File: src/rtl/rv_consts.svh
`ifndef RV_CONSTS_SVH
`define RV_CONSTS_SVH

`define RV_XLEN       64
`define RV_INST_W     32
`define RV_RESET_PC   64'h0000_0000_8000_0000

`define RV_OP_OP      7'b0110011
`define RV_OP_IMM     7'b0010011
`define RV_OP_LUI     7'b0110111
`define RV_OP_LOAD    7'b0000011
`define RV_OP_STORE   7'b0100011
`define RV_OP_BRANCH  7'b1100011
`define RV_OP_JAL     7'b1101111

`define RV_F3_ADD     3'b000
`define RV_F3_SLL     3'b001
`define RV_F3_SLT     3'b010
`define RV_F3_XOR     3'b100
`define RV_F3_SRL     3'b101
`define RV_F3_OR      3'b110
`define RV_F3_AND     3'b111
`define RV_F3_DW      3'b011
`define RV_F3_BEQ     3'b000
`define RV_F3_BNE     3'b001

`define RV_F7_BASE    7'b0000000
`define RV_F7_SUB     7'b0100000

`endif

File: src/rtl/rv_isa_pkg.sv
`default_nettype none

package rv_isa_pkg;

	// one 32-bit word, six ways to read its fields
	typedef union packed {
		struct packed {
			logic [6:0] funct7;
			logic [4:0] rs2;
			logic [4:0] rs1;
			logic [2:0] funct3;
			logic [4:0] rd;
			logic [6:0] opcode;
		} r;
		struct packed {
			logic [11:0] imm;
			logic [4:0]  rs1;
			logic [2:0]  funct3;
			logic [4:0]  rd;
			logic [6:0]  opcode;
		} i;
		struct packed {
			logic [6:0] imm_hi;
			logic [4:0] rs2;
			logic [4:0] rs1;
			logic [2:0] funct3;
			logic [4:0] imm_lo;
			logic [6:0] opcode;
		} s;
		struct packed {
			logic       imm12;
			logic [5:0] imm10_5;
			logic [4:0] rs2;
			logic [4:0] rs1;
			logic [2:0] funct3;
			logic [3:0] imm4_1;
			logic       imm11;
			logic [6:0] opcode;
		} b;
		struct packed {
			logic [19:0] imm;
			logic [4:0]  rd;
			logic [6:0]  opcode;
		} u;
		struct packed {
			logic       imm20;
			logic [9:0] imm10_1;
			logic       imm11;
			logic [7:0] imm19_12;
			logic [4:0] rd;
			logic [6:0] opcode;
		} j;
	} inst_u;

	typedef enum logic [3:0] {
		ALU_ADD,
		ALU_SUB,
		ALU_AND,
		ALU_OR,
		ALU_XOR,
		ALU_SLT,
		ALU_SLL,
		ALU_SRL,
		// lui result is the immediate itself
		ALU_PASS_B
	} alu_op_e;

endpackage

`default_nettype wire

File: src/rtl/rv_pipe_pkg.sv
`default_nettype none

`include "rv_consts.svh"

package rv_pipe_pkg;

	typedef struct packed {
		logic                    valid;
		logic [`RV_XLEN-1:0]     pc;
		logic [`RV_INST_W-1:0]   inst;
		logic [4:0]              rs1_addr;
		logic [4:0]              rs2_addr;
		logic [`RV_XLEN-1:0]     rs1_data;
		logic [`RV_XLEN-1:0]     rs2_data;
		logic [`RV_XLEN-1:0]     imm;
		rv_isa_pkg::alu_op_e     alu_op;
		logic                    imm_sel;
		logic                    is_load;
		logic                    is_store;
		logic                    is_branch;
		logic                    is_jal;
		logic                    is_bne;
		logic                    rd_wena;
		logic [4:0]              rd_addr;
	} id_ex_t;

	typedef struct packed {
		logic                    valid;
		logic [`RV_XLEN-1:0]     pc;
		logic [`RV_INST_W-1:0]   inst;
		logic [`RV_XLEN-1:0]     alu_result;
		logic [`RV_XLEN-1:0]     store_data;
		logic                    is_load;
		logic                    is_store;
		logic                    rd_wena;
		logic [4:0]              rd_addr;
	} ex_me_t;

	typedef struct packed {
		logic                    valid;
		logic [`RV_XLEN-1:0]     pc;
		logic [`RV_INST_W-1:0]   inst;
		logic [`RV_XLEN-1:0]     rd_data;
		logic                    rd_wena;
		logic [4:0]              rd_addr;
	} me_wb_t;

	typedef enum logic [1:0] {
		FWD_RF = 2'd0,
		FWD_ME = 2'd1,
		FWD_WB = 2'd2
	} fwd_src_e;

	typedef struct packed {
		logic                    valid;
		logic [`RV_XLEN-1:0]     pc;
		logic [`RV_INST_W-1:0]   inst;
		logic                    rd_wena;
		logic [4:0]              rd_addr;
		logic [`RV_XLEN-1:0]     rd_data;
	} retire_t;

	typedef struct packed {
		logic                    taken;
		logic [`RV_XLEN-1:0]     target;
	} redirect_t;

endpackage

`default_nettype wire

File: src/rtl/fetch_unit.sv
`timescale 1ns/1ps
`default_nettype none

`include "rv_consts.svh"

module fetch_unit (
	input  wire                     clk,
	input  wire                     rst_n_i,
	input  wire                     if_ready_i,
	input  wire [`RV_INST_W-1:0]    if_data_read_i,
	input  wire                     hold_i,
	input  wire                     stall_i,
	input  rv_pipe_pkg::redirect_t  redirect_i,
	output logic                    if_valid_o,
	output logic [`RV_XLEN-1:0]     if_addr_o,
	output logic                    ifid_valid_o,
	output logic [`RV_XLEN-1:0]     ifid_pc_o,
	output logic [`RV_INST_W-1:0]   ifid_inst_o
);

	logic [`RV_XLEN-1:0] pc_q;
	logic [`RV_XLEN-1:0] pend_pc_q;
	logic                run_q;
	logic                pend_q;
	logic                fire;

	// no new request while decode is frozen
	assign if_valid_o = run_q & ~stall_i & ~hold_i;
	assign if_addr_o  = pc_q;
	assign fire       = if_valid_o & if_ready_i;

	always_ff @(posedge clk or negedge rst_n_i) begin
		if (!rst_n_i) begin
			run_q  <= 1'b0;
			pend_q <= 1'b0;
			pc_q   <= `RV_RESET_PC;
		end else begin
			run_q <= 1'b1;
			if (redirect_i.taken && if_valid_o && !if_ready_i) begin
				// request in flight, address must stay put
				pend_q <= 1'b1;
			end else if (redirect_i.taken) begin
				pend_q <= 1'b0;
				pc_q   <= redirect_i.target;
			end else if (fire) begin
				pend_q <= 1'b0;
				pc_q   <= pend_q ? pend_pc_q : pc_q + `RV_XLEN'd4;
			end
		end
	end

	always_ff @(posedge clk) begin
		if (redirect_i.taken) begin
			pend_pc_q <= redirect_i.target;
		end
	end

	// if/id register
	always_ff @(posedge clk or negedge rst_n_i) begin
		if (!rst_n_i) begin
			ifid_valid_o <= 1'b0;
		end else if (redirect_i.taken) begin
			ifid_valid_o <= 1'b0;
		end else if (fire) begin
			// stale word from before a redirect is dropped
			ifid_valid_o <= ~pend_q;
		end else if (!stall_i && !hold_i) begin
			ifid_valid_o <= 1'b0;
		end
	end

	always_ff @(posedge clk) begin
		if (fire) begin
			ifid_pc_o   <= pc_q;
			ifid_inst_o <= if_data_read_i;
		end
	end

endmodule

`default_nettype wire

File: config.mk
export PLATFORM = sky130hd
export DESIGN_NAME = fetch_unit
export DESIGN_NICKNAME = d
export VERILOG_FILES = /design/src/rtl/rv_isa_pkg.sv /design/src/rtl/rv_pipe_pkg.sv /design/src/rtl/fetch_unit.sv
export VERILOG_INCLUDE_DIRS = /design/src /design/src/rtl
export SDC_FILE = /design/constraint.sdc
export NUM_CORES = 1
export LEC_CHECK = 0
export BUFFER_PORTS_ARGS = -buffer_cell sky130_fd_sc_hd__buf_2
export CAP_MARGIN = 20
export CORE_UTILIZATION = 35
export CTS_BUF_LIST = sky130_fd_sc_hd__clkbuf_2
export DETAILED_ROUTE_END_ITERATION = 6
export HOLD_SLACK_MARGIN = 0.08
export PLACE_DENSITY = 0.69
export SETUP_SLACK_MARGIN = 0.15
export SLEW_MARGIN = 40
export SYNTH_ARGS = -nofsm -noshare
export SYNTH_HDL_FRONTEND = slang
export SYNTH_SLANG_ARGS = --single-unit
File: constraint.sdc
create_clock -name clk -period 4.4 [get_ports clk]
set_input_delay 0.44 -clock clk [delete_from_list [all_inputs] [get_ports clk]]
set_output_delay 0.44 -clock clk [all_outputs]
set_load 0.05 [all_outputs]
======== Word level (Yosys, flattened, before mapping) ========
Index checks and enable logic that the tools add are counted.
word-level totals
  register bits after elaboration ......... 227
  input port bits ......................... 102
  output and inout bits ................... 162
  word-level logic and storage cells ...... 34
cells by class
  add/subtract/negate cells ............... 1
  multiplexer cells ....................... 9
  bitwise logic cells ..................... 7
  reductions and logical operators ........ 10
operators by type and width
  operator                                                          count
  64-bit two-way mux                                                3
  64-bit by 3-bit adder with 64-bit output (second input constant)  1
  1-bit two-way mux                                                 6
  3-bit nonzero test                                                2
  1-bit inverter                                                    4
  1-bit AND                                                         3
  1-bit logical AND                                                 3
  1-bit zero test                                                   3
  2-bit AND reduction                                               1
  2-bit nonzero test                                                1

======== Longest topological paths before layout ========
Gate-level depths: netlist of run 1.
  word-level depth ........................ 7
  gate-level depth with buffers ........... 8
  depth with buffers taken out ............ 6

======== Worst setup path before layout of run 1 ========
Ideal clock, no wire load.
  path kind ............................... in2reg
  from .................................... input stall_i
  to ...................................... register ifid_inst_o[0] (enable)
  setup time .............................. 466 ps
  arrival ................................. 3589 ps
  required time ........................... 3934 ps
  path slack .............................. 345 ps
  stages on the path ...................... 2
  path through ............................ nor3b_2 -> and2_1
between the ends
  word-level cells in the longest chain between the ends .. 4
RTL lines
  what                    line              RTL
  start: declaration      fetch_unit.sv:12  input wire stall_i,
  1-bit inverter          fetch_unit.sv:28  assign if_valid_o = run_q & ~stall_i & ~hold_i;
  1-bit AND (2 in a row)  fetch_unit.sv:28
  1-bit AND               fetch_unit.sv:30  assign fire = if_valid_o & if_ready_i;
  named net fire          fetch_unit.sv:25  logic fire;
  end signal: assignment  fetch_unit.sv:75  ifid_inst_o <= if_data_read_i;
  end: declaration        fetch_unit.sv:18  output logic [`RV_INST_W-1:0] ifid_inst_o
The timed path passes the listed nets, and every way through them passes these cells.
A chain may end at the register's enable or synchronous reset.

======== Final worst setup path of run 1 ========
  from .................................... register pc_q[41] (netlist: if_addr_o[41])
  to ...................................... register pc_q[54] (netlist: if_addr_o[54])
between the ends
  word-level cells in the longest chain between the ends .. 4
RTL lines
  what                                      line              RTL
  start: declaration                        fetch_unit.sv:21  logic [`RV_XLEN-1:0] pc_q;
  start signal: assignment                  fetch_unit.sv:36  pc_q <= `RV_RESET_PC;
  start signal: assignment                  fetch_unit.sv:44  pc_q <= redirect_i.target;
  start signal: assignment                  fetch_unit.sv:47  pc_q <= pend_q ? pend_pc_q : pc_q + `RV_XLEN'd4;
  64-bit by 3-bit adder with 64-bit output  fetch_unit.sv:47
  64-bit two-way mux                        fetch_unit.sv:47
  64-bit two-way mux                        fetch_unit.sv:45  end else if (fire) begin
  64-bit two-way mux                        fetch_unit.sv:42  end else if (redirect_i.taken) begin
No other way between the ends. The select of a mux whose other input is x is not followed.

==> results of run 1 <==
==> layout make-up <==
cell class | count | area, um2 | share of cell area
flip-flops and latches | 227 | 6482 | 0.4843
multi-input cells | 530 | 3308 | 0.2471
repair buffers | 379 | 2526 | 0.1887
clock buffers | 96 | 480.5 | 0.03589
well taps | 378 | 473.0 | 0.03533
clock inverters | 17 | 75.07 | 0.005609
inverters | 10 | 37.54 | 0.002804
diodes | 1 | 2.502 | 0.0001870
==> where the power goes <==
group          switching (mW)  internal [mW]  leakage [nW]
Sequential              0.285           2.50          2.31
Combinational           0.847          0.356          2.55
Clock                   0.909          0.579         0.430
==> worst reg2reg max path, delay by kind of cell, from the launching register on <==
| family | cells | cell delay, ns |
|---|---|---|
| AOI/OAI and AO/OA | 1 | 0.10 |
| DFF | 1 | 0.52 |
| and+or+nand+nor | 4 | 1.94 |
==> timing repair <==
item                                   CTS  global route
setup endpoints to repair                0             0
endpoints found under the hold margin  219            30
hold buffers                           101             1
resized for setup                        0             0
==> final timing paths <==
path	endpoint	slack [ns]	startpoint
setup / recovery	if_addr_o[54]	1.74	if_addr_o[41]
hold reg to reg	ifid_pc_o[0]	0.55	if_addr_o[0]
max in group asynchronous	if_addr_o[31]	3.12	rst_n_i
min in group asynchronous	if_addr_o[40]	0.54	rst_n_i
hold / removal	if_addr_o[5]	0.21	if_ready_i
setup reg to reg	if_addr_o[54]	1.74	if_addr_o[41]
==> sequential cells by signal, indices dropped and copies added, names as in the netlist <==
register / count
if_addr_o: 64
ifid_inst_o: 32
ifid_pc_o: 64
ifid_valid_o: 1
pend_pc_q: 64
pend_q: 1
run_q: 1
==> per-layer routing <==
metal	up-vias	part of all wire
li1	4100	-
met5	-	0
met4	0	0.025
met1	4213	0.43
met3	61	0.093
met2	460	0.45
==> cells by family after synthesis <==
family                     Yosys count  share of synthesized area
muxes                               10                    0.01024
DFF                                227                     0.6469
adders and majority gates            1                   0.001248
and+or+nand+nor                    296                     0.1636
other                                1                  0.0003742
buffers and inverters               67                    0.02647
AOI/OAI and AO/OA                  222                     0.1512
==> cells in the final DEF, fill, tap and decap left out, drive strengths merged, types with 15 or more instances in the layout <==
| cell type | instances |
|---|---|
| a21oi | 30 |
| clkbuf | 96 |
| edfxtp | 160 |
| nand2 | 70 |
| nand4 | 46 |
| nor3 | 19 |
| o21ai | 65 |
| nor4 | 38 |
| buf | 278 |
| nor2 | 48 |
| dfrtp | 66 |
| nand3 | 25 |
| a22oi | 37 |
| dlygate4sd3 | 101 |
| clkinv | 15 |
==> per-stage QoR <==
step | area (um2) | worst slack (ns) | hold slack, ns | cells
3_5_place_dp | 11780 | 1.488 | 0.4800 | 1422
4_1_cts | 13360 | 1.764 | 0.1095 | 1636
5_1_grt | 13390 | 1.563 | 0.1633 | 1638
2_1_floorplan | 10020 | 0.3450 | 0.1444 | 824
6_report | 13390 | 1.736 | 0.2116 | 1638
3_3_place_gp | 11730 | 1.348 | 0.5152 | 1420
==> metrics.md, run 1 <==
| Metric | Value |
|---|---|
| Synth cell count leaders | 160 x edfxtp_1, 70 x nand2_1, 66 x dfrtp_1 |
| Routed wire per std cell | 18.84 um |
| Worst reg-to-reg path cell count | 5 |
| Num CTS Buffers | 60 |
| Outcome | complete, no violations |
| Max Fclk | 375.3 MHz |
| Tcrit/Tclk final | 0.6055 |
| Met2 Track Usage GR | 0.3165 |
| DRC Markers | 0 |
| Overflow after GRT | 0 |
| HPWL Detailed | 20.32 mm |
| FFs w/ async S/R, synth | 0.2952 |
| Worst Setup End Kind | register |
| Initial antenna violation count | 1 |
| Critical Path Fanout Max | 12 |
| Worst path slowest cell | nor4_1 |
| CTS Buffer Depth | 3 |
| CTS Root Cell | clkbuf_2 |
| Crit path DAT | 3.43 ns |
| Hold Crit Class | input port to register |
| Post-CTS Setup Bufs | 0 |
| Final clock skew | 0.06188 ns |
| Final Critical Period | 2.664 ns |
| Horiz. Die Dim | 171.2 um |
| Syn Inst Count | 824 |
| Critical Path, Cell by Cell | nand3_1 > nor4_1 > nand4_1 > or4_1 > o2111ai_1 |
| # setup viols final | 0 |
| CTS sink cnt | 227 |
| Syn avg cell area | 12.16 um2 |
| I/O pins | 264 |
| Synthesized Nets | 927 |
| Nets | 1,311 |
| Worst Path Buf+Inv | 0 |
| Startpoint type of the worst setup path | register |
| Count leader, synth | edfxtp_1 |
| GR Layer Usage met1 | 0.2823 |
| Worst-Skew Late Latency | 0.89 ns |
| Synth area leaders | edfxtp_1 48%, dfrtp_1 16%, o21ai_0 3.2%, a22oi_1 2.8%, nand4_1 2.7% |
| Finished Core Util | 0.4779 |
| Pre-antenna DRT Iters | 5 |
| WHS Path Cells | 4 |
| CP max stage delay | 0.81 ns |
| WP data required | 5.17 ns |
| Setup_tns | 0 ns |
| CTS tree | yes |
| Syn-to-layout area delta | 33.57% |
| Die area | 29,310 um2 |
| Die Y | 171.2 um |
| Sequential fraction of the synthesis area | 0.6469 |
| Crit Path Class | register to register |
| Routed via count | 8,834 |
| Detailed Route WL | 30.86 mm |
| Synth warn | 0 |
| LEAKAGE | 5.281 nW |
| Final Hold Fails | 0 |
| IO buf count | 263 |
| Power Total | 5.480 mW |
| Primary FF master, synth | edfxtp_1 |
| RSZ-0062 raised after global routing | false |
| Number of synthesized flops with an enable pin | 160 |
| Cell variety after synth | 63 |
| Power Density | 409.4 nW/um2 |
| CTS H-tree lvls | 2 |
| ANT nets after route | 0 |
| Peak VDD IR | 0.1689 mV |
| Vias/cell | 5.393 |
| Initial drt markers | 830 |
| Initial core utilization | 0.3578 |
| Area leader, netlist | edfxtp_1 |
| Fillers | 2,640 |
| Largest net degree at the start of global routing | 95 |
| Total track usage | 0.2065 |
| Share of layout cells above drive strength 1 | 0.3193 |
| Crit path depth | 5 |
| Netlist Area Pre-Place | 10,020 um2 |
| Yosys reg bits | 227 |
| # rows | 61 |
| Top cell family by delay on the critical path | simple AND/OR/NAND/NOR gates |
| GRT met3 Usage | 0.04763 |
| Yosys top cell area share | 0.4795 |
| Max transition margin | 0.4866 |
| Core Area | 28,010 um2 |
| Vias in the first global route | 8,349 |
| Clk pin slew, worst setup/hold paths | 0.10 ns |
| Slew Limit Fails | 0 |
| Max-cap violations | 0 |
| Gpl congestion | 0.8623 |
| Slew of the pin with the lowest slew margin | 0.7631 ns |
| Gr busiest metal | met2 |
| First-pass GRT wire length | 46.64 mm |
(Power assumes the default switching activity.)
==> inputs of run 2 (changes only) <==
==> constraint.sdc (replaced) <==
create_clock -name clk -period 2.5 [get_ports clk]
set_input_delay 0.25 -clock clk [delete_from_list [all_inputs] [get_ports clk]]
set_output_delay 0.25 -clock clk [all_outputs]
set_load 0.05 [all_outputs]
==> metrics.md, run 2 (synthesis gave the netlist of run 1 again) <==
| Metric | Value |
|---|---|
| Initial drt markers | 869 (+4.7%) |
| Part of the power in combinational logic | 0.245 (+0.025) |
| Slack of the worst reg-to-reg path | 0.22 ns (-1.51 ns) |
| CTS Buffer Depth | 3 (unchanged) |
| Syn-to-layout area delta | 43.95% |
| RSZ-0062 raised after global routing | true |
| Max-cap violations | 0 (unchanged) |
| Placed insts | 1,461 (+2.7%) |
| Share of layout cells above drive strength 1 | 0.3387 (+0.01937) |
| Largest net degree at the start of global routing | 97 (+2.1%) |
| Commonest cells after routing, fill and taps aside | 261 x buf_2, 163 x dlygate4sd3_1, 160 x edfxtp_1, 92 x clkbuf_2, 70 x nand2_1 |
| WP data required | 3.25 ns (-1.92 ns) |
| CTS Root Cell | clkbuf_2 |
| Vias/cell | 5.295 (-1.8%) |
| Vias in the first global route | 8,890 (+6.5%) |
| Die area | 29,310 um2 (unchanged) |
| Power Density | 679.8 nW/um2 (+66%) |
| Worst Setup End Kind | register |
| CTS sink cnt | 227 (unchanged) |
| Routed via count | 9,276 (+5.0%) |
| Final clock skew | 0.1034 ns (+0.04151 ns) |
| Gpl congestion | 0.8854 (+2.7%) |
| Crit path DAT | 3.03 ns (-0.40 ns) |
| Worst reg-to-reg path cell count | 5 (unchanged) |
| Clk pin slew, worst setup/hold paths | 0.10 ns (about the same) |
| Initial antenna violation count | 1 (unchanged) |
| Hold Crit Class | input port to register |
| Post-route cell area | 14,430 um2 (+7.8%) |
| Worst-Skew Late Latency | 0.88 ns (about the same) |
| # setup viols final | 0 (unchanged) |
| Final std cells w/o fill | 1,752 (+7.0%) |
| Worst Hold Slack | 0.1314 ns (-0.08019 ns) |
| Tcrit/Tclk final | 0.9106 (+0.3051) |
| Dpl cell area | 12,110 um2 (+2.8%) |
| Final Critical Period | 2.277 ns (-0.3877 ns) |
| Clock power frac | 0.260 (-0.011) |
| ANT nets after route | 0 (unchanged) |
| Sequential Power Share | 0.494 (-0.015) |
| Outcome | complete, no violations |
| Total track usage | 0.2218 (+0.01530) |
| Nets | 1,424 (+8.6%) |
| Reg-to-reg startpoint | if_addr_o[21] |
| Commonest non-fill, non-tap cell in the layout | buf_2 |
| Detailed Route WL | 33.25 mm (+7.8%) |
| Crit path from | if_addr_o[21] |
| Crit path to | if_addr_o[34] |
| I/O pins | 264 (unchanged) |
| Initial core utilization | 0.3578 (unchanged) |
| Power Total | 9.807 mW (+79%) |
| Pre-antenna DRT Iters | 5 (unchanged) |
| Setup_tns | 0 ns (unchanged) |
| Startpoint type of the worst setup path | register |
| Internal power | 6.173 mW (+79%) |
| FF-to-FF End | if_addr_o[34] |
| Max transition margin | 0.4578 (-0.02878) |
| Overflow after GRT | 0 (unchanged) |
| Die Y | 171.2 um (unchanged) |
| WHS Path Cells | 2 (-2) |
| HPWL Detailed | 22.04 mm (+8.5%) |
| Critical Path Fanout Max | 9 (-3) |
| Core Area | 28,010 um2 (unchanged) |
| # rows | 61 (unchanged) |
| Horiz. Die Dim | 171.2 um (unchanged) |
| Peak VDD IR | 0.2469 mV (+46%) |
| Crit Path Class | register to register |
| Worst Min Path Start | redirect_i[55] |
| Final Hold Fails | 0 (unchanged) |
| Num CTS Buffers | 61 (+1.7%) |
| NetSw | 3.634 mW (+78%) |
| Slew Limit Fails | 0 (unchanged) |
| DRC Markers | 0 (unchanged) |
| Slew of the pin with the lowest slew margin | 0.8116 ns (+0.04849 ns) |
| Routed wire per std cell | 18.98 um (+0.74%) |
| First-pass GRT wire length | 49.91 mm (+7.0%) |
| CTS tree | yes |
| IO buf count | 263 (unchanged) |
| CTS H-tree lvls | 2 (unchanged) |
| Sw frac | 0.3706 (-0.001848) |
| Max Fclk | 439.3 MHz (+17%) |
| LEAKAGE | 5.763 nW (+9.1%) |
## run 2: routing by layer
metal,vias up,share of wire,GRT usage
met5,-,0,0
met4,0,0.027,0.08269
met3,66,0.070,0.04303
met2,416,0.46,0.3436
met1,4473,0.44,0.3078
li1,4321,-,-
## run 2: what timing repair did
item	4_1_cts	5_1_grt
gates resized for setup	0	2
hold buffers	163	1
setup buffers	3	8
endpoints found under the hold margin	284	1
setup endpoints to repair	2	27
pin swaps	1	0
## run 2: worst min path at each step
stage | slack (ns) | end
global placement | 0.42 | if_addr_o[58]
detailed placement | 0.26 | if_addr_o[58]
global route | 0.09 | pend_pc_q[57]
floorplan | -0.05 | if_addr_o[0]
finish | 0.13 | pend_pc_q[55]
CTS | 0.08 | pend_pc_q[55]
## run 2: layout make-up
cell class / instances / area, um2
Tap cell: 378 / 473.0
Inverter: 10 / 37.54
Timing Repair Buffer: 491 / 3528
Fill cell: 2577 / 13590
Clock buffer: 92 / 460.4
Sequential cell: 227 / 6504
Clock inverter: 23 / 92.59
Antenna cell: 1 / 2.502
Multi-Input combinational cell: 530 / 3327
## run 2: critical path: stages, from the launching register on
cell and delay [ns]:
dfrtp_2 0.48, nand4_2 0.28, nor4_4 0.43, buf_4 0.19
or4b_1 0.42, a311o_1 0.36
## run 2: per-stage QoR
| stage | util | setup slack (ns) |
|---|---|---|
| 4_1_cts | 0.5116 | 0.1544 |
| 6_report | 0.5150 | 0.2234 |
| 5_1_grt | 0.5150 | 0.09884 |
| 2_1_floorplan | - | 0.1569 |
| 3_3_place_gp | 0.4323 | 0.2506 |
| 3_5_place_dp | 0.4324 | 0.1871 |
## run 2: power groups by stage
stage / Combinational [mW] / Clock, mW / Sequential (mW)
global placement: 2.16 / 0 / 4.90
finish: 2.41 / 2.55 / 4.85
global route: 2.55 / 2.81 / 4.90
CTS: 2.39 / 2.65 / 4.84
detailed placement: 2.18 / 0 / 4.92
floorplan: 0.654 / 0 / 5.61
