--- src/rtl/rv_consts.svh ---
`ifndef RV_CONSTS_SVH
`define RV_CONSTS_SVH

`define RV_XLEN       64
`define RV_INST_W     32
`define RV_RESET_PC   64'h0000_0000_8000_0000

`define RV_OP_OP      7'b0110011
`define RV_OP_IMM     7'b0010011
`define RV_OP_LUI     7'b0110111
`define RV_OP_LOAD    7'b0000011
`define RV_OP_STORE   7'b0100011
`define RV_OP_BRANCH  7'b1100011
`define RV_OP_JAL     7'b1101111

`define RV_F3_ADD     3'b000
`define RV_F3_SLL     3'b001
`define RV_F3_SLT     3'b010
`define RV_F3_XOR     3'b100
`define RV_F3_SRL     3'b101
`define RV_F3_OR      3'b110
`define RV_F3_AND     3'b111
`define RV_F3_DW      3'b011
`define RV_F3_BEQ     3'b000
`define RV_F3_BNE     3'b001

`define RV_F7_BASE    7'b0000000
`define RV_F7_SUB     7'b0100000

`endif

--- src/rtl/rv_isa_pkg.sv ---
`default_nettype none

package rv_isa_pkg;

	// one 32-bit word, six ways to read its fields
	typedef union packed {
		struct packed {
			logic [6:0] funct7;
			logic [4:0] rs2;
			logic [4:0] rs1;
			logic [2:0] funct3;
			logic [4:0] rd;
			logic [6:0] opcode;
		} r;
		struct packed {
			logic [11:0] imm;
			logic [4:0]  rs1;
			logic [2:0]  funct3;
			logic [4:0]  rd;
			logic [6:0]  opcode;
		} i;
		struct packed {
			logic [6:0] imm_hi;
			logic [4:0] rs2;
			logic [4:0] rs1;
			logic [2:0] funct3;
			logic [4:0] imm_lo;
			logic [6:0] opcode;
		} s;
		struct packed {
			logic       imm12;
			logic [5:0] imm10_5;
			logic [4:0] rs2;
			logic [4:0] rs1;
			logic [2:0] funct3;
			logic [3:0] imm4_1;
			logic       imm11;
			logic [6:0] opcode;
		} b;
		struct packed {
			logic [19:0] imm;
			logic [4:0]  rd;
			logic [6:0]  opcode;
		} u;
		struct packed {
			logic       imm20;
			logic [9:0] imm10_1;
			logic       imm11;
			logic [7:0] imm19_12;
			logic [4:0] rd;
			logic [6:0] opcode;
		} j;
	} inst_u;

	typedef enum logic [3:0] {
		ALU_ADD,
		ALU_SUB,
		ALU_AND,
		ALU_OR,
		ALU_XOR,
		ALU_SLT,
		ALU_SLL,
		ALU_SRL,
		// lui result is the immediate itself
		ALU_PASS_B
	} alu_op_e;

endpackage

`default_nettype wire

--- src/rtl/rv_pipe_pkg.sv ---
`default_nettype none

`include "rv_consts.svh"

package rv_pipe_pkg;

	typedef struct packed {
		logic                    valid;
		logic [`RV_XLEN-1:0]     pc;
		logic [`RV_INST_W-1:0]   inst;
		logic [4:0]              rs1_addr;
		logic [4:0]              rs2_addr;
		logic [`RV_XLEN-1:0]     rs1_data;
		logic [`RV_XLEN-1:0]     rs2_data;
		logic [`RV_XLEN-1:0]     imm;
		rv_isa_pkg::alu_op_e     alu_op;
		logic                    imm_sel;
		logic                    is_load;
		logic                    is_store;
		logic                    is_branch;
		logic                    is_jal;
		logic                    is_bne;
		logic                    rd_wena;
		logic [4:0]              rd_addr;
	} id_ex_t;

	typedef struct packed {
		logic                    valid;
		logic [`RV_XLEN-1:0]     pc;
		logic [`RV_INST_W-1:0]   inst;
		logic [`RV_XLEN-1:0]     alu_result;
		logic [`RV_XLEN-1:0]     store_data;
		logic                    is_load;
		logic                    is_store;
		logic                    rd_wena;
		logic [4:0]              rd_addr;
	} ex_me_t;

	typedef struct packed {
		logic                    valid;
		logic [`RV_XLEN-1:0]     pc;
		logic [`RV_INST_W-1:0]   inst;
		logic [`RV_XLEN-1:0]     rd_data;
		logic                    rd_wena;
		logic [4:0]              rd_addr;
	} me_wb_t;

	typedef enum logic [1:0] {
		FWD_RF = 2'd0,
		FWD_ME = 2'd1,
		FWD_WB = 2'd2
	} fwd_src_e;

	typedef struct packed {
		logic                    valid;
		logic [`RV_XLEN-1:0]     pc;
		logic [`RV_INST_W-1:0]   inst;
		logic                    rd_wena;
		logic [4:0]              rd_addr;
		logic [`RV_XLEN-1:0]     rd_data;
	} retire_t;

	typedef struct packed {
		logic                    taken;
		logic [`RV_XLEN-1:0]     target;
	} redirect_t;

endpackage

`default_nettype wire

--- src/rtl/hazard_unit.sv ---
`timescale 1ns/1ps
`default_nettype none

module hazard_unit (
	input  rv_pipe_pkg::id_ex_t  idex_i,
	input  wire [4:0]            rs1_addr_i,
	input  wire [4:0]            rs2_addr_i,
	input  wire                  rs1_used_i,
	input  wire                  rs2_used_i,
	input  wire                  mem_wait_i,
	output logic                 stall_o,
	output logic                 bubble_o,
	output logic                 hold_o
);

	logic ld_in_ex;
	logic rs1_hit;
	logic rs2_hit;

	// load result only exists once it leaves the memory stage
	assign ld_in_ex = idex_i.valid & idex_i.is_load & idex_i.rd_wena;
	assign rs1_hit  = rs1_used_i & (rs1_addr_i == idex_i.rd_addr);
	assign rs2_hit  = rs2_used_i & (rs2_addr_i == idex_i.rd_addr);

	assign stall_o  = ld_in_ex & (rs1_hit | rs2_hit);

	// id/ex only takes the bubble when it is free to move
	assign bubble_o = stall_o & ~mem_wait_i;

	// data port wait freezes every stage register
	assign hold_o   = mem_wait_i;

endmodule

`default_nettype wire

--- config.mk ---
export PLATFORM = sky130hd
export DESIGN_NAME = hazard_unit
export DESIGN_NICKNAME = d
export VERILOG_FILES = /design/src/rtl/rv_isa_pkg.sv /design/src/rtl/rv_pipe_pkg.sv /design/src/rtl/hazard_unit.sv
export VERILOG_INCLUDE_DIRS = /design/src /design/src/rtl
export SDC_FILE = /design/constraint.sdc
export NUM_CORES = 1
export LEC_CHECK = 0
export ABC_AREA = 1
export BUFFER_PORTS_ARGS = -buffer_cell sky130_fd_sc_hd__buf_2
export CORE_AREA = 2 2 129 131
export DETAILED_ROUTE_END_ITERATION = 10
export DIE_AREA = 0 0 131 133
export PLACE_DENSITY = 0.33
export SLEW_MARGIN = 20
export SYNTH_ARGS = -nofsm -noshare
export SYNTH_HDL_FRONTEND = slang
export SYNTH_SLANG_ARGS = --single-unit
--- constraint.sdc ---
create_clock -name vclk -period 0.8
set_input_delay 0.12 -clock vclk [all_inputs]
set_output_delay 0.12 -clock vclk [all_outputs]
set_load 0.05 [all_outputs]
# After elaboration in Yosys (flattened, before gate mapping)
# Cells that the tools add are included.
# op_classes
n_addsub	0
multipliers	0
n_div	0
order_cmp	0
n_eq_ne	2
shifts	0
muxes	0
bitwise	8
reduce_logical	0
# op_table
cell	n
$eq A5 B5 Y1	2
$and A1 B1 Y1	6
$not A1 Y1	1
$or A1 B1 Y1	1
# totals
regBits	0
latch_bits	0
mem_bits_rw	0
romBits	0
out_inout_bits	3
memories	0

# Longest topological paths before layout
# Gate-level depths: netlist of run 1.
# logic_depth
ltp_word	5
depth_mapped	8

# Worst setup path after synthesis of run 1
# No wires, ideal clock.
# synth_path
path_kind	in2out
from	input idex_i[3] (netlist bit)
to	output bubble_o
arrival_ns	0.921
t_required_ns	0.680
setup_slack_ns	-0.241
stages	8
path_buffers	0
cell_sequence	inv_1 nand2_1 nand2_1 nor2_1 nand3_1 nand2_1 nand2_2 nor2_2
# synth_via
elab_chain_cells	5
word_cells_on_any_way	7
classes_between	2 x eq/ne; 5 x bitwise
# synth_lines
element	line_no	source
start, declared	hazard_unit.sv:5	input rv_pipe_pkg::id_ex_t idex_i,
$eq A5 B5 Y1 (on tied branches)	hazard_unit.sv:22, hazard_unit.sv:23	
$and A1 B1 Y1 (on tied branches)	hazard_unit.sv:22, hazard_unit.sv:23	
$or A1 B1 Y1 *	hazard_unit.sv:25	assign stall_o = ld_in_ex & (rs1_hit | rs2_hit);
$and A1 B1 Y1 *	hazard_unit.sv:25	
$and A1 B1 Y1 *	hazard_unit.sv:28	assign bubble_o = stall_o & ~mem_wait_i;
end, declared	hazard_unit.sv:12	output logic bubble_o,
# Every way passes the cells marked *; elsewhere a longest branch is shown, timed or not.

# Worst setup path in the final report of run 1
# layout_path
from	input idex_i[2] (netlist bit)
to	output bubble_o
# Same word-level chain as after synthesis.

==> flow_results.xml, run 1 <==
<?xml version="1.0" encoding="UTF-8"?>
<metrics>
  <group name="sta">
    <metric name="post_layout_minimum_cycle_time" unit="ns">1.09</metric>
    <metric name="final_critical_path_setup_slack" unit="ns">-0.295</metric>
    <metric name="setup_repair_after_global_routing_missed_its_margin" unit="">true</metric>
    <metric name="fin_setup_tns" unit="ns">-0.557</metric>
    <metric name="max-slew-margin-rel" unit="%">83.7</metric>
    <metric name="hold_slack" unit="ns">0.526</metric>
    <metric name="min_period_over_period" unit="%">137</metric>
    <metric name="maxClockFrequency" unit="MHz">914</metric>
    <metric name="drv_slew" unit="">0</metric>
    <metric name="slew_at_the_pin_closest_to_its_max_slew_limit" unit="ns">0.246</metric>
    <metric name="report.final.setup_viol" unit="">2</metric>
    <metric name="hold_violations" unit="">0</metric>
  </group>
  <group name="routing">
    <metric name="drtPass1Iterations" unit="">4</metric>
    <metric name="postRouteAntennaNets" unit="">0</metric>
    <metric name="drt_first_iter_violations" unit="">3</metric>
    <metric name="vias" unit="">362</metric>
    <metric name="number_of_vias_per_cell" unit="">1.20</metric>
    <metric name="drc" unit="">0</metric>
    <metric name="wl_per_cell" unit="um">3.32</metric>
    <metric name="finalWirelength" unit="um">1000</metric>
  </group>
  <group name="final_layout">
    <metric name="antenna_cells" unit="">0</metric>
    <metric name="layout.area.seq" unit="um2">0</metric>
    <metric name="final_layout_clock_buffer_total" unit="">0</metric>
    <metric name="final_layout_size_suffix_gt1_share" unit="%">63.4</metric>
    <metric name="fill_cells" unit="">1935</metric>
    <metric name="num-nets-final" unit="">412</metric>
    <metric name="nFlopsAndLatches" unit="">0</metric>
    <metric name="final_design_area_no_fill" unit="um2">754</metric>
    <metric name="flow.area_growth_from_synthesis" unit="%">216</metric>
  </group>
  <group name="synthesis">
    <metric name="mappedNetlistArea" unit="um2">239</metric>
    <metric name="synth_seq_area_share" unit="%">0</metric>
    <metric name="ys_top_cells_by_area" unit="">nand2_1 42%, inv_1 20%, nor2_1 13%, nand2_2 7.9%, nand3_1 6.3%</metric>
    <metric name="post-synth-top-count-cell" unit="">nand2_1</metric>
    <metric name="number_of_instances_in_the_synthesized_netlist" unit="">59</metric>
    <metric name="syn_nets" unit="">387</metric>
    <metric name="netlist.area_leader.share" unit="%">42.4</metric>
    <metric name="ys_top_cells_by_count" unit="">27 x nand2_1, 13 x inv_1, 8 x nor2_1</metric>
    <metric name="synth_largest_area_cell" unit="">nand2_1</metric>
    <metric name="syn_area_per_cell" unit="um2">4.05</metric>
    <metric name="ys.warnings.count" unit="">0</metric>
    <metric name="synthDistinctLibCells" unit="">8</metric>
  </group>
  <group name="run_status">
    <metric name="violations" unit="">setup timing</metric>
    <metric name="outcome" unit="">finished with violations</metric>
  </group>
  <group name="grt">
    <metric name="number_of_global_route_vias_before_repair" unit="">327</metric>
    <metric name="gr-usage-all-layers" unit="%">1.08</metric>
    <metric name="grt_max_degree" unit="">4</metric>
    <metric name="global_route.overflow_total" unit="">0</metric>
    <metric name="grt_pass1_wl" unit="um">1480</metric>
    <metric name="grt_antenna_before_repair" unit="">0</metric>
  </group>
  <group name="critical_path">
    <metric name="worstPathMaxFanout" unit="">3</metric>
    <metric name="cp.required" unit="ns">0.68</metric>
    <metric name="crit_family" unit="">simple AND/OR/NAND/NOR gates</metric>
    <metric name="critical_path.cell_chain" unit="">buf_8, inv_4, nand2_2, nand2_2, nor2_2, nand3_2, nand2_4, nand2_4, nor2_4, buf_8</metric>
    <metric name="crit_buf_inv" unit="">3</metric>
    <metric name="crit_type" unit="">input port to primary output</metric>
    <metric name="cpPeakStageDelay" unit="ns">0.15</metric>
    <metric name="worst_setup_path_end_kind" unit="">primary output</metric>
    <metric name="critical_path_arrival" unit="ns">0.97</metric>
    <metric name="worstSetupStartpointType" unit="">input port</metric>
    <metric name="critical_path_s_slowest_cell" unit="">buf_8</metric>
  </group>
  <group name="min_path">
    <metric name="hold_path_depth" unit="">3</metric>
    <metric name="min-delay-start" unit="">mem_wait_i</metric>
    <metric name="timing.hold.worst.class" unit="">input port to primary output</metric>
    <metric name="min_delay_worst_endpoint" unit="">bubble_o</metric>
  </group>
  <group name="floorplanning">
    <metric name="start_util" unit="%">1.48</metric>
    <metric name="io_pins" unit="">331</metric>
    <metric name="fp.dieW" unit="um">131</metric>
    <metric name="floorplan.die_area" unit="um2">17400</metric>
    <metric name="coreArea" unit="um2">16200</metric>
    <metric name="floorplan.die.height" unit="um">133</metric>
    <metric name="num_rows" unit="">47</metric>
  </group>
  <group name="placed_design">
    <metric name="port_buffers" unit="">24</metric>
    <metric name="post-dp-hpwl" unit="um">939</metric>
    <metric name="postPlaceCellArea" unit="um2">636</metric>
    <metric name="dp_worst_setup_slack" unit="ns">-0.542</metric>
    <metric name="gp_congestion" unit="">0.594</metric>
  </group>
  <group name="power_and_ir_drop">
    <metric name="power_density" unit="nW/um2">290</metric>
    <metric name="total_leakage_power" unit="nW">0.316</metric>
    <metric name="ir_drop" unit="mV">0.0929</metric>
  </group>
  <group name="cts">
    <metric name="postcts_setup_bufs" unit="">0</metric>
    <metric name="cts_hold_buf" unit="">0</metric>
  </group>
  <group name="flow_run">
    <metric name="max-cap-violations" unit="">0</metric>
  </group>
</metrics>
[power by group]
group	total, mW	switching (mW)	internal, mW
Sequential	0	0	0
Clock	0	0	0
Combinational	0.219	0.113	0.105
[per-layer routing]
| layer | track usage, % | up-vias | share of wire (%) |
|---|---|---|---|
| li1 | - | 210 | - |
| met5 | 0 | - | 0 |
| met4 | 0 | 0 | 0 |
| met1 | 1.51 | 137 | 50 |
| met3 | 0.121 | 0 | 6.2 |
| met2 | 1.87 | 15 | 44 |
[through the flow]
stage / power (mW) / cells / utilization, %
floorplan: 0.0858 / 59 / -
global placement: 0.172 / 302 / 3.93
detailed placement: 0.167 / 302 / 3.93
CTS: 0.194 / 302 / 4.33
global route: 0.246 / 302 / 4.67
finish: 0.219 / 302 / 4.67
[logic make-up after synthesis]
logic type / count (synthesis) / share of synthesized area (%)
AND/OR/NAND/NOR: 42 / 71.7
buffers and inverters: 17 / 28.3
[area by class of cell]
class	count	area, um2	area share, %
Timing Repair Buffer	24	184	24.4
Inverter	16	66.3	8.79
Multi-Input combinational cell	42	229	30.3
Tap cell	220	275	36.5
[repair_timing]
action	CTS	global route
setup endpoints to repair	2	2
gates resized for setup	17	17
pin swaps	4	5
[worst min-delay path, stage by stage]
cell	delay, ns
buf_2	0.11
nor2_4	0.04
buf_8	0.14
[cell usage in the layout, fill, tap and decap left out]
| cell | synthesis | routed |
|---|---|---|
| buf_4 | 1 | 1 |
| buf_6 | 0 | 5 |
| nand2_2 | 3 | 9 |
| inv_4 | 0 | 1 |
| inv_1 | 13 | 7 |
| nand2_1 | 27 | 19 |
| nand3_1 | 3 | 1 |
| clkinvlp_4 | 0 | 1 |
| buf_8 | 0 | 3 |
| inv_2 | 3 | 7 |
| nand2_4 | 0 | 2 |
| nor2_1 | 8 | 3 |
| nand3_2 | 0 | 2 |
| nor2_2 | 1 | 5 |
| nor2_4 | 0 | 1 |
| buf_2 | 0 | 15 |
[how the worst max path moves through the flow]
stage	start	end	slack [ns]	cells after the start
final	idex_i[2]	bubble_o	-0.29	10
after global routing	rs1_addr_i[2]	bubble_o	-0.38	10
after global placement	idex_i[2]	bubble_o	-0.55	10
after detailed placement	idex_i[2]	bubble_o	-0.54	10
after floorplan	rs1_addr_i[3]	bubble_o	-0.12	8
after CTS	idex_i[2]	bubble_o	-0.34	10
No activity file was read; power rests on OpenSTA's default activity.
==> run 2: changes to the inputs <==
Settings changed: ABC_AREA 1 to unset, PLACE_DENSITY 0.33 to 0.32.
==> flow_results.xml, run 2 <==
<?xml version="1.0" encoding="UTF-8"?>
<metrics>
  <group name="run_status">
    <metric name="outcome" unit="">finished with violations</metric>
    <metric name="violations" unit="">setup timing</metric>
  </group>
  <group name="synthesis">
    <metric name="synth.area.mux_share" unit="%">0</metric>
    <metric name="post_synth_adder_cell_area" unit="%">0</metric>
    <metric name="number_of_instances_in_the_synthesized_netlist" unit="">18</metric>
    <metric name="ys.warnings.count" unit="">0</metric>
    <metric name="netlist.area_leader.share" unit="%">47.5</metric>
    <metric name="synth_seq_area_share" unit="%">0</metric>
    <metric name="synth_xor_xnor_area_share" unit="%">59.3</metric>
    <metric name="ys_top_cells_by_count" unit="">8 x xor2_1, 2 x xnor2_1</metric>
    <metric name="post-synth-top-count-cell" unit="">xor2_1</metric>
    <metric name="syn_nets" unit="">346</metric>
    <metric name="post_synth_and_or_nand_nor_area_fraction" unit="%">29.7</metric>
    <metric name="ys_top_cells_by_area" unit="">xor2_1 47%, xnor2_1 12%, nor4_2 8.5%, nor3_2 6.8%, a32oi_1 5.9%</metric>
    <metric name="syn_area_per_cell" unit="um2">8.20</metric>
    <metric name="mappedNetlistArea" unit="um2">148</metric>
    <metric name="synth_compound_area_share" unit="%">5.93</metric>
    <metric name="synth_largest_area_cell" unit="">xor2_1</metric>
    <metric name="main_combinational_cell_family_by_area_after_synthesis" unit="">XOR/XNOR gates</metric>
    <metric name="synthDistinctLibCells" unit="">10</metric>
  </group>
  <group name="grt">
    <metric name="number_of_global_route_vias_before_repair" unit="">259</metric>
    <metric name="grt_antenna_before_repair" unit="">0</metric>
    <metric name="grt_max_degree" unit="">3</metric>
    <metric name="gr-usage-all-layers" unit="%">0.654</metric>
    <metric name="grt_pass1_wl" unit="um">979</metric>
    <metric name="global_route.overflow_total" unit="">0</metric>
  </group>
  <group name="final_layout">
    <metric name="multiInputGateArea" unit="um2">156</metric>
    <metric name="num-nets-final" unit="">371</metric>
    <metric name="instances_no_fill" unit="">261</metric>
    <metric name="antenna_cells" unit="">0</metric>
    <metric name="fill_cells" unit="">1931</metric>
    <metric name="layout_commonest_cell" unit="">buf_2</metric>
    <metric name="nFlopsAndLatches" unit="">0</metric>
    <metric name="final_layout_clock_buffer_total" unit="">0</metric>
    <metric name="layout.cells.most_common_list" unit="">21 x buf_2, 8 x xor2_1, 3 x buf_6</metric>
    <metric name="flow.area_growth_from_synthesis" unit="%">286</metric>
    <metric name="final_layout_size_suffix_gt1_share" unit="%">68.3</metric>
    <metric name="layout.area.seq" unit="um2">0</metric>
  </group>
  <group name="floorplanning">
    <metric name="floorplan.die.height" unit="um">133</metric>
    <metric name="num_rows" unit="">47</metric>
    <metric name="start_util" unit="%">0.913</metric>
    <metric name="floorplan.die_area" unit="um2">17400</metric>
    <metric name="io_pins" unit="">331</metric>
    <metric name="fp.dieW" unit="um">131</metric>
    <metric name="coreArea" unit="um2">16200</metric>
  </group>
  <group name="placed_design">
    <metric name="placed_cells_incl_taps" unit="">261</metric>
    <metric name="port_buffers" unit="">24</metric>
    <metric name="gp_congestion" unit="">0.619</metric>
  </group>
  <group name="min_path">
    <metric name="timing.hold.worst.class" unit="">input port to primary output</metric>
    <metric name="hold_path_depth" unit="">3</metric>
  </group>
  <group name="critical_path">
    <metric name="critical_path_s_slowest_cell" unit="">nor4_2</metric>
    <metric name="cp.required" unit="ns">0.68</metric>
    <metric name="worst_setup_path_end_kind" unit="">primary output</metric>
    <metric name="critical_path_arrival" unit="ns">1.19</metric>
    <metric name="worstSetupStartpointType" unit="">input port</metric>
    <metric name="critical_path.cell_chain" unit="">buf_6, xor2_1, nor4_2, a32oi_2, nor3_4, buf_6</metric>
    <metric name="crit_type" unit="">input port to primary output</metric>
    <metric name="worstPathMaxFanout" unit="">2</metric>
    <metric name="critical-path-top-cell-by-count" unit="">buf_6</metric>
    <metric name="cpPeakStageDelay" unit="ns">0.30</metric>
  </group>
  <group name="routing">
    <metric name="vias" unit="">223</metric>
    <metric name="finalWirelength" unit="um">531</metric>
    <metric name="wl_per_cell" unit="um">2.03</metric>
    <metric name="number_of_vias_per_cell" unit="">0.854</metric>
    <metric name="postRouteAntennaNets" unit="">0</metric>
    <metric name="drt_first_iter_violations" unit="">0</metric>
    <metric name="drc" unit="">0</metric>
    <metric name="drtPass1Iterations" unit="">1</metric>
  </group>
  <group name="sta">
    <metric name="hold_violations" unit="">0</metric>
    <metric name="drv_slew" unit="">0</metric>
    <metric name="maxClockFrequency" unit="MHz">765</metric>
    <metric name="final_critical_path_setup_slack" unit="ns">-0.507</metric>
    <metric name="post_layout_minimum_cycle_time" unit="ns">1.31</metric>
    <metric name="min_period_over_period" unit="%">163</metric>
    <metric name="report.final.setup_viol" unit="">2</metric>
    <metric name="slew_at_the_pin_closest_to_its_max_slew_limit" unit="ns">0.306</metric>
    <metric name="setup_repair_after_global_routing_missed_its_margin" unit="">true</metric>
    <metric name="max-slew-margin-rel" unit="%">79.4</metric>
    <metric name="fin_setup_tns" unit="ns">-0.989</metric>
  </group>
  <group name="power_and_ir_drop">
    <metric name="power_density" unit="nW/um2">242</metric>
    <metric name="ir_drop" unit="mV">0.0927</metric>
    <metric name="total_leakage_power" unit="nW">0.157</metric>
    <metric name="total_design_power" unit="mW">0.138</metric>
  </group>
  <group name="cts">
    <metric name="postcts_setup_bufs" unit="">0</metric>
  </group>
  <group name="flow_run">
    <metric name="max-cap-violations" unit="">0</metric>
  </group>
</metrics>
## run 2: changes by cell type after synthesis, moves of 2 or more
cell	delta
xnor2_1	+2
nand2_1	-27
inv_1	-13
nor2_1	-7
inv_2	-3
xor2_1	+8
nand2_2	-3
nand3_1	-2
## run 2: what timing repair did
item,in CTS,in global routing
pin swaps,2,1
resized for setup,6,0
hold buffers,0,0
setup endpoints to repair,2,2
## run 2: worst paths after layout
| kind | from | endpoint | slack, ns |
|---|---|---|---|
| setup / recovery | idex_i[3] | bubble_o | -0.51 |
| hold / removal | mem_wait_i | bubble_o | 0.53 |
## run 2: area by class of cell
class | instances | share of cell area [%]
Multi-Input combinational cell | 17 | 27.4
Tap cell | 220 | 48.2
Timing Repair Buffer | 24 | 24.3
## run 2: through the flow
step	setup WS [ns]	util, %	cell area (um2)	hold slack [ns]
finish	-0.507	3.53	571	0.534
global route	-0.632	3.53	571	0.546
CTS	-0.512	3.53	571	0.537
detailed placement	-0.606	3.37	544	0.565
global placement	-0.592	3.37	544	0.564
floorplan	-0.481	-	156	0.304
## run 2: where the power goes
part           total, mW  internal (mW)  switching [mW]
clock                  0              0               0
sequential             0              0               0
combinational      0.138         0.0722          0.0662
## run 2: routing by layer
| metal | global-route usage [%] | part of all wire [%] |
|---|---|---|
| met5 | 0 | 0 |
| met4 | 0 | 0 |
| met3 | 0.0404 | 13 |
| met2 | 1.58 | 62 |
| met1 | 0.561 | 25 |
## run 2: cell families (layout without fill, tap and decap cells)
logic type             Yosys count  in the layout
XOR/XNOR                        10             10
buffers and inverters            1             24
AO/OA/AOI/OAI                    1              1
AND/OR/NAND/NOR                  6              6
## run 2: worst max-delay path: cells and delay by family
family | cells | cell delay (ns)
simple gates | 2 | 0.44
buf+inv | 2 | 0.28
compound gates | 1 | 0.19
xor+xnor | 1 | 0.15
==> run 3: changes to the inputs <==
Clock period 0.8 ns to 1.62 ns, I/O delays scaled along.
==> flow_results.xml, run 3 (synthesized netlist as in run 2, its figures left out) <==
<?xml version="1.0" encoding="UTF-8"?>
<metrics>
  <group name="run_status">
    <metric name="outcome" unit="">completed</metric>
  </group>
  <group name="cts">
    <metric name="cts_hold_buf" unit="">0</metric>
    <metric name="postcts_setup_bufs" unit="">0</metric>
  </group>
  <group name="sta">
    <metric name="max-slew-margin-rel" unit="%">80.9</metric>
    <metric name="hold_violations" unit="">0</metric>
    <metric name="hold_slack" unit="ns">0.782</metric>
    <metric name="min_period_over_period" unit="%">95.8</metric>
    <metric name="final_critical_path_setup_slack" unit="ns">0.0688</metric>
    <metric name="slew_at_the_pin_closest_to_its_max_slew_limit" unit="ns">0.287</metric>
    <metric name="post_layout_minimum_cycle_time" unit="ns">1.55</metric>
    <metric name="maxClockFrequency" unit="MHz">645</metric>
    <metric name="setup_repair_after_global_routing_missed_its_margin" unit="">true</metric>
    <metric name="report.final.setup_viol" unit="">0</metric>
    <metric name="drv_slew" unit="">0</metric>
    <metric name="fin_setup_tns" unit="ns">0</metric>
  </group>
  <group name="critical_path">
    <metric name="critical_path.cell_chain" unit="">buf_2, xor2_1, nor4_2, a32oi_2, nor3_4, buf_6</metric>
    <metric name="crit_type" unit="">input port to primary output</metric>
    <metric name="critical_path_s_slowest_cell" unit="">nor4_2</metric>
    <metric name="worstPathMaxFanout" unit="">2</metric>
    <metric name="endpoint_of_the_worst_setup_timing_path" unit="">bubble_o</metric>
    <metric name="worstSetupStartpointType" unit="">input port</metric>
    <metric name="critical_path_arrival" unit="ns">1.31</metric>
    <metric name="cpPeakStageDelay" unit="ns">0.29</metric>
    <metric name="worstSetupStartpoint" unit="">idex_i[3]</metric>
    <metric name="cp.required" unit="ns">1.38</metric>
    <metric name="worst_setup_path_end_kind" unit="">primary output</metric>
  </group>
  <group name="routing">
    <metric name="drt_first_iter_violations" unit="">0</metric>
    <metric name="drc" unit="">0</metric>
    <metric name="postRouteAntennaNets" unit="">0</metric>
    <metric name="finalWirelength" unit="um">496</metric>
    <metric name="drtPass1Iterations" unit="">1</metric>
    <metric name="number_of_vias_per_cell" unit="">0.824</metric>
    <metric name="wl_per_cell" unit="um">1.89</metric>
    <metric name="vias" unit="">216</metric>
  </group>
  <group name="power_and_ir_drop">
    <metric name="total_leakage_power" unit="nW">0.159</metric>
    <metric name="power_density" unit="nW/um2">123</metric>
    <metric name="ir_drop" unit="mV">0.0753</metric>
    <metric name="total_design_power" unit="mW">0.0712</metric>
  </group>
  <group name="floorplanning">
    <metric name="start_util" unit="%">0.913</metric>
    <metric name="num_rows" unit="">47</metric>
    <metric name="coreArea" unit="um2">16200</metric>
    <metric name="io_pins" unit="">331</metric>
    <metric name="fp.dieW" unit="um">131</metric>
    <metric name="floorplan.die.height" unit="um">133</metric>
    <metric name="floorplan.die_area" unit="um2">17400</metric>
  </group>
  <group name="final_layout">
    <metric name="layout_commonest_cell" unit="">buf_2</metric>
    <metric name="flow.area_growth_from_synthesis" unit="%">292</metric>
    <metric name="layout.area.seq" unit="um2">0</metric>
    <metric name="final_util" unit="%">3.57</metric>
    <metric name="final_design_area_no_fill" unit="um2">578</metric>
    <metric name="final_layout_clock_buffer_total" unit="">0</metric>
    <metric name="nFlopsAndLatches" unit="">0</metric>
    <metric name="final_layout_size_suffix_gt1_share" unit="%">71.4</metric>
    <metric name="layout.cells.most_common_list" unit="">22 x buf_2, 8 x xor2_1, 2 x nor4_2, 2 x xnor2_1, 2 x buf_6</metric>
    <metric name="instances_no_fill" unit="">262</metric>
    <metric name="num-nets-final" unit="">372</metric>
    <metric name="fill_cells" unit="">1923</metric>
    <metric name="antenna_cells" unit="">0</metric>
  </group>
  <group name="placed_design">
    <metric name="placed_cells_incl_taps" unit="">262</metric>
    <metric name="post-dp-hpwl" unit="um">484</metric>
    <metric name="port_buffers" unit="">24</metric>
    <metric name="dp_worst_setup_slack" unit="ns">-0.0894</metric>
    <metric name="gp_congestion" unit="">0.628</metric>
    <metric name="postPlaceCellArea" unit="um2">552</metric>
  </group>
  <group name="grt">
    <metric name="gr-usage-all-layers" unit="%">0.538</metric>
    <metric name="grt_pass1_wl" unit="um">848</metric>
    <metric name="number_of_global_route_vias_before_repair" unit="">242</metric>
    <metric name="global_route.overflow_total" unit="">0</metric>
    <metric name="grt_max_degree" unit="">3</metric>
    <metric name="grt_antenna_before_repair" unit="">0</metric>
  </group>
  <group name="min_path">
    <metric name="timing.hold.worst.class" unit="">input port to primary output</metric>
  </group>
  <group name="flow_run">
    <metric name="max-cap-violations" unit="">0</metric>
  </group>
</metrics>
-- run 3: repair_timing --
item / CTS / global route
pin swaps: 0 / 1
setup endpoints to repair: 2 / 2
endpoints found under the hold margin: 0 / 0
resized for setup: 4 / 2
-- run 3: layer usage --
| layer | vias to the layer above | wire length [um] | global-route usage, % |
|---|---|---|---|
| met5 | - | 0 | 0 |
| met4 | 0 | 0 | 0 |
| met3 | 0 | 88 | 0.0404 |
| met2 | 24 | 266 | 1.21 |
| met1 | 81 | 141 | 0.537 |
| li1 | 111 | - | - |
-- run 3: power breakdown --
part	switching (mW)	leakage [nW]	total, mW	internal (mW)
combinational	0.0350	0.159	0.0712	0.0362
clock	0	0	0	0
sequential	0	0	0	0
-- run 3: how the worst min path moves through the flow --
stage	startpoint	endpoint	cells after the start
finish	mem_wait_i	bubble_o	3
global route	mem_wait_i	bubble_o	3
CTS	mem_wait_i	hold_o	2
detailed placement	mem_wait_i	hold_o	2
global placement	mem_wait_i	hold_o	2
floorplan	mem_wait_i	bubble_o	1
-- run 3: cell type report --
cell class | count | area, um2 | share of cell area, %
Multi-Input combinational cell | 17 | 163 | 28.1
Tap cell | 220 | 275 | 47.6
Timing Repair Buffer | 25 | 140 | 24.2
-- run 3: critical path: cells and delay by family --
family	cells	cell delay, ns
AND/OR/NAND/NOR	2	0.44
AO/OA/AOI/OAI	1	0.19
buffers and inverters	2	0.29
XOR/XNOR	1	0.14
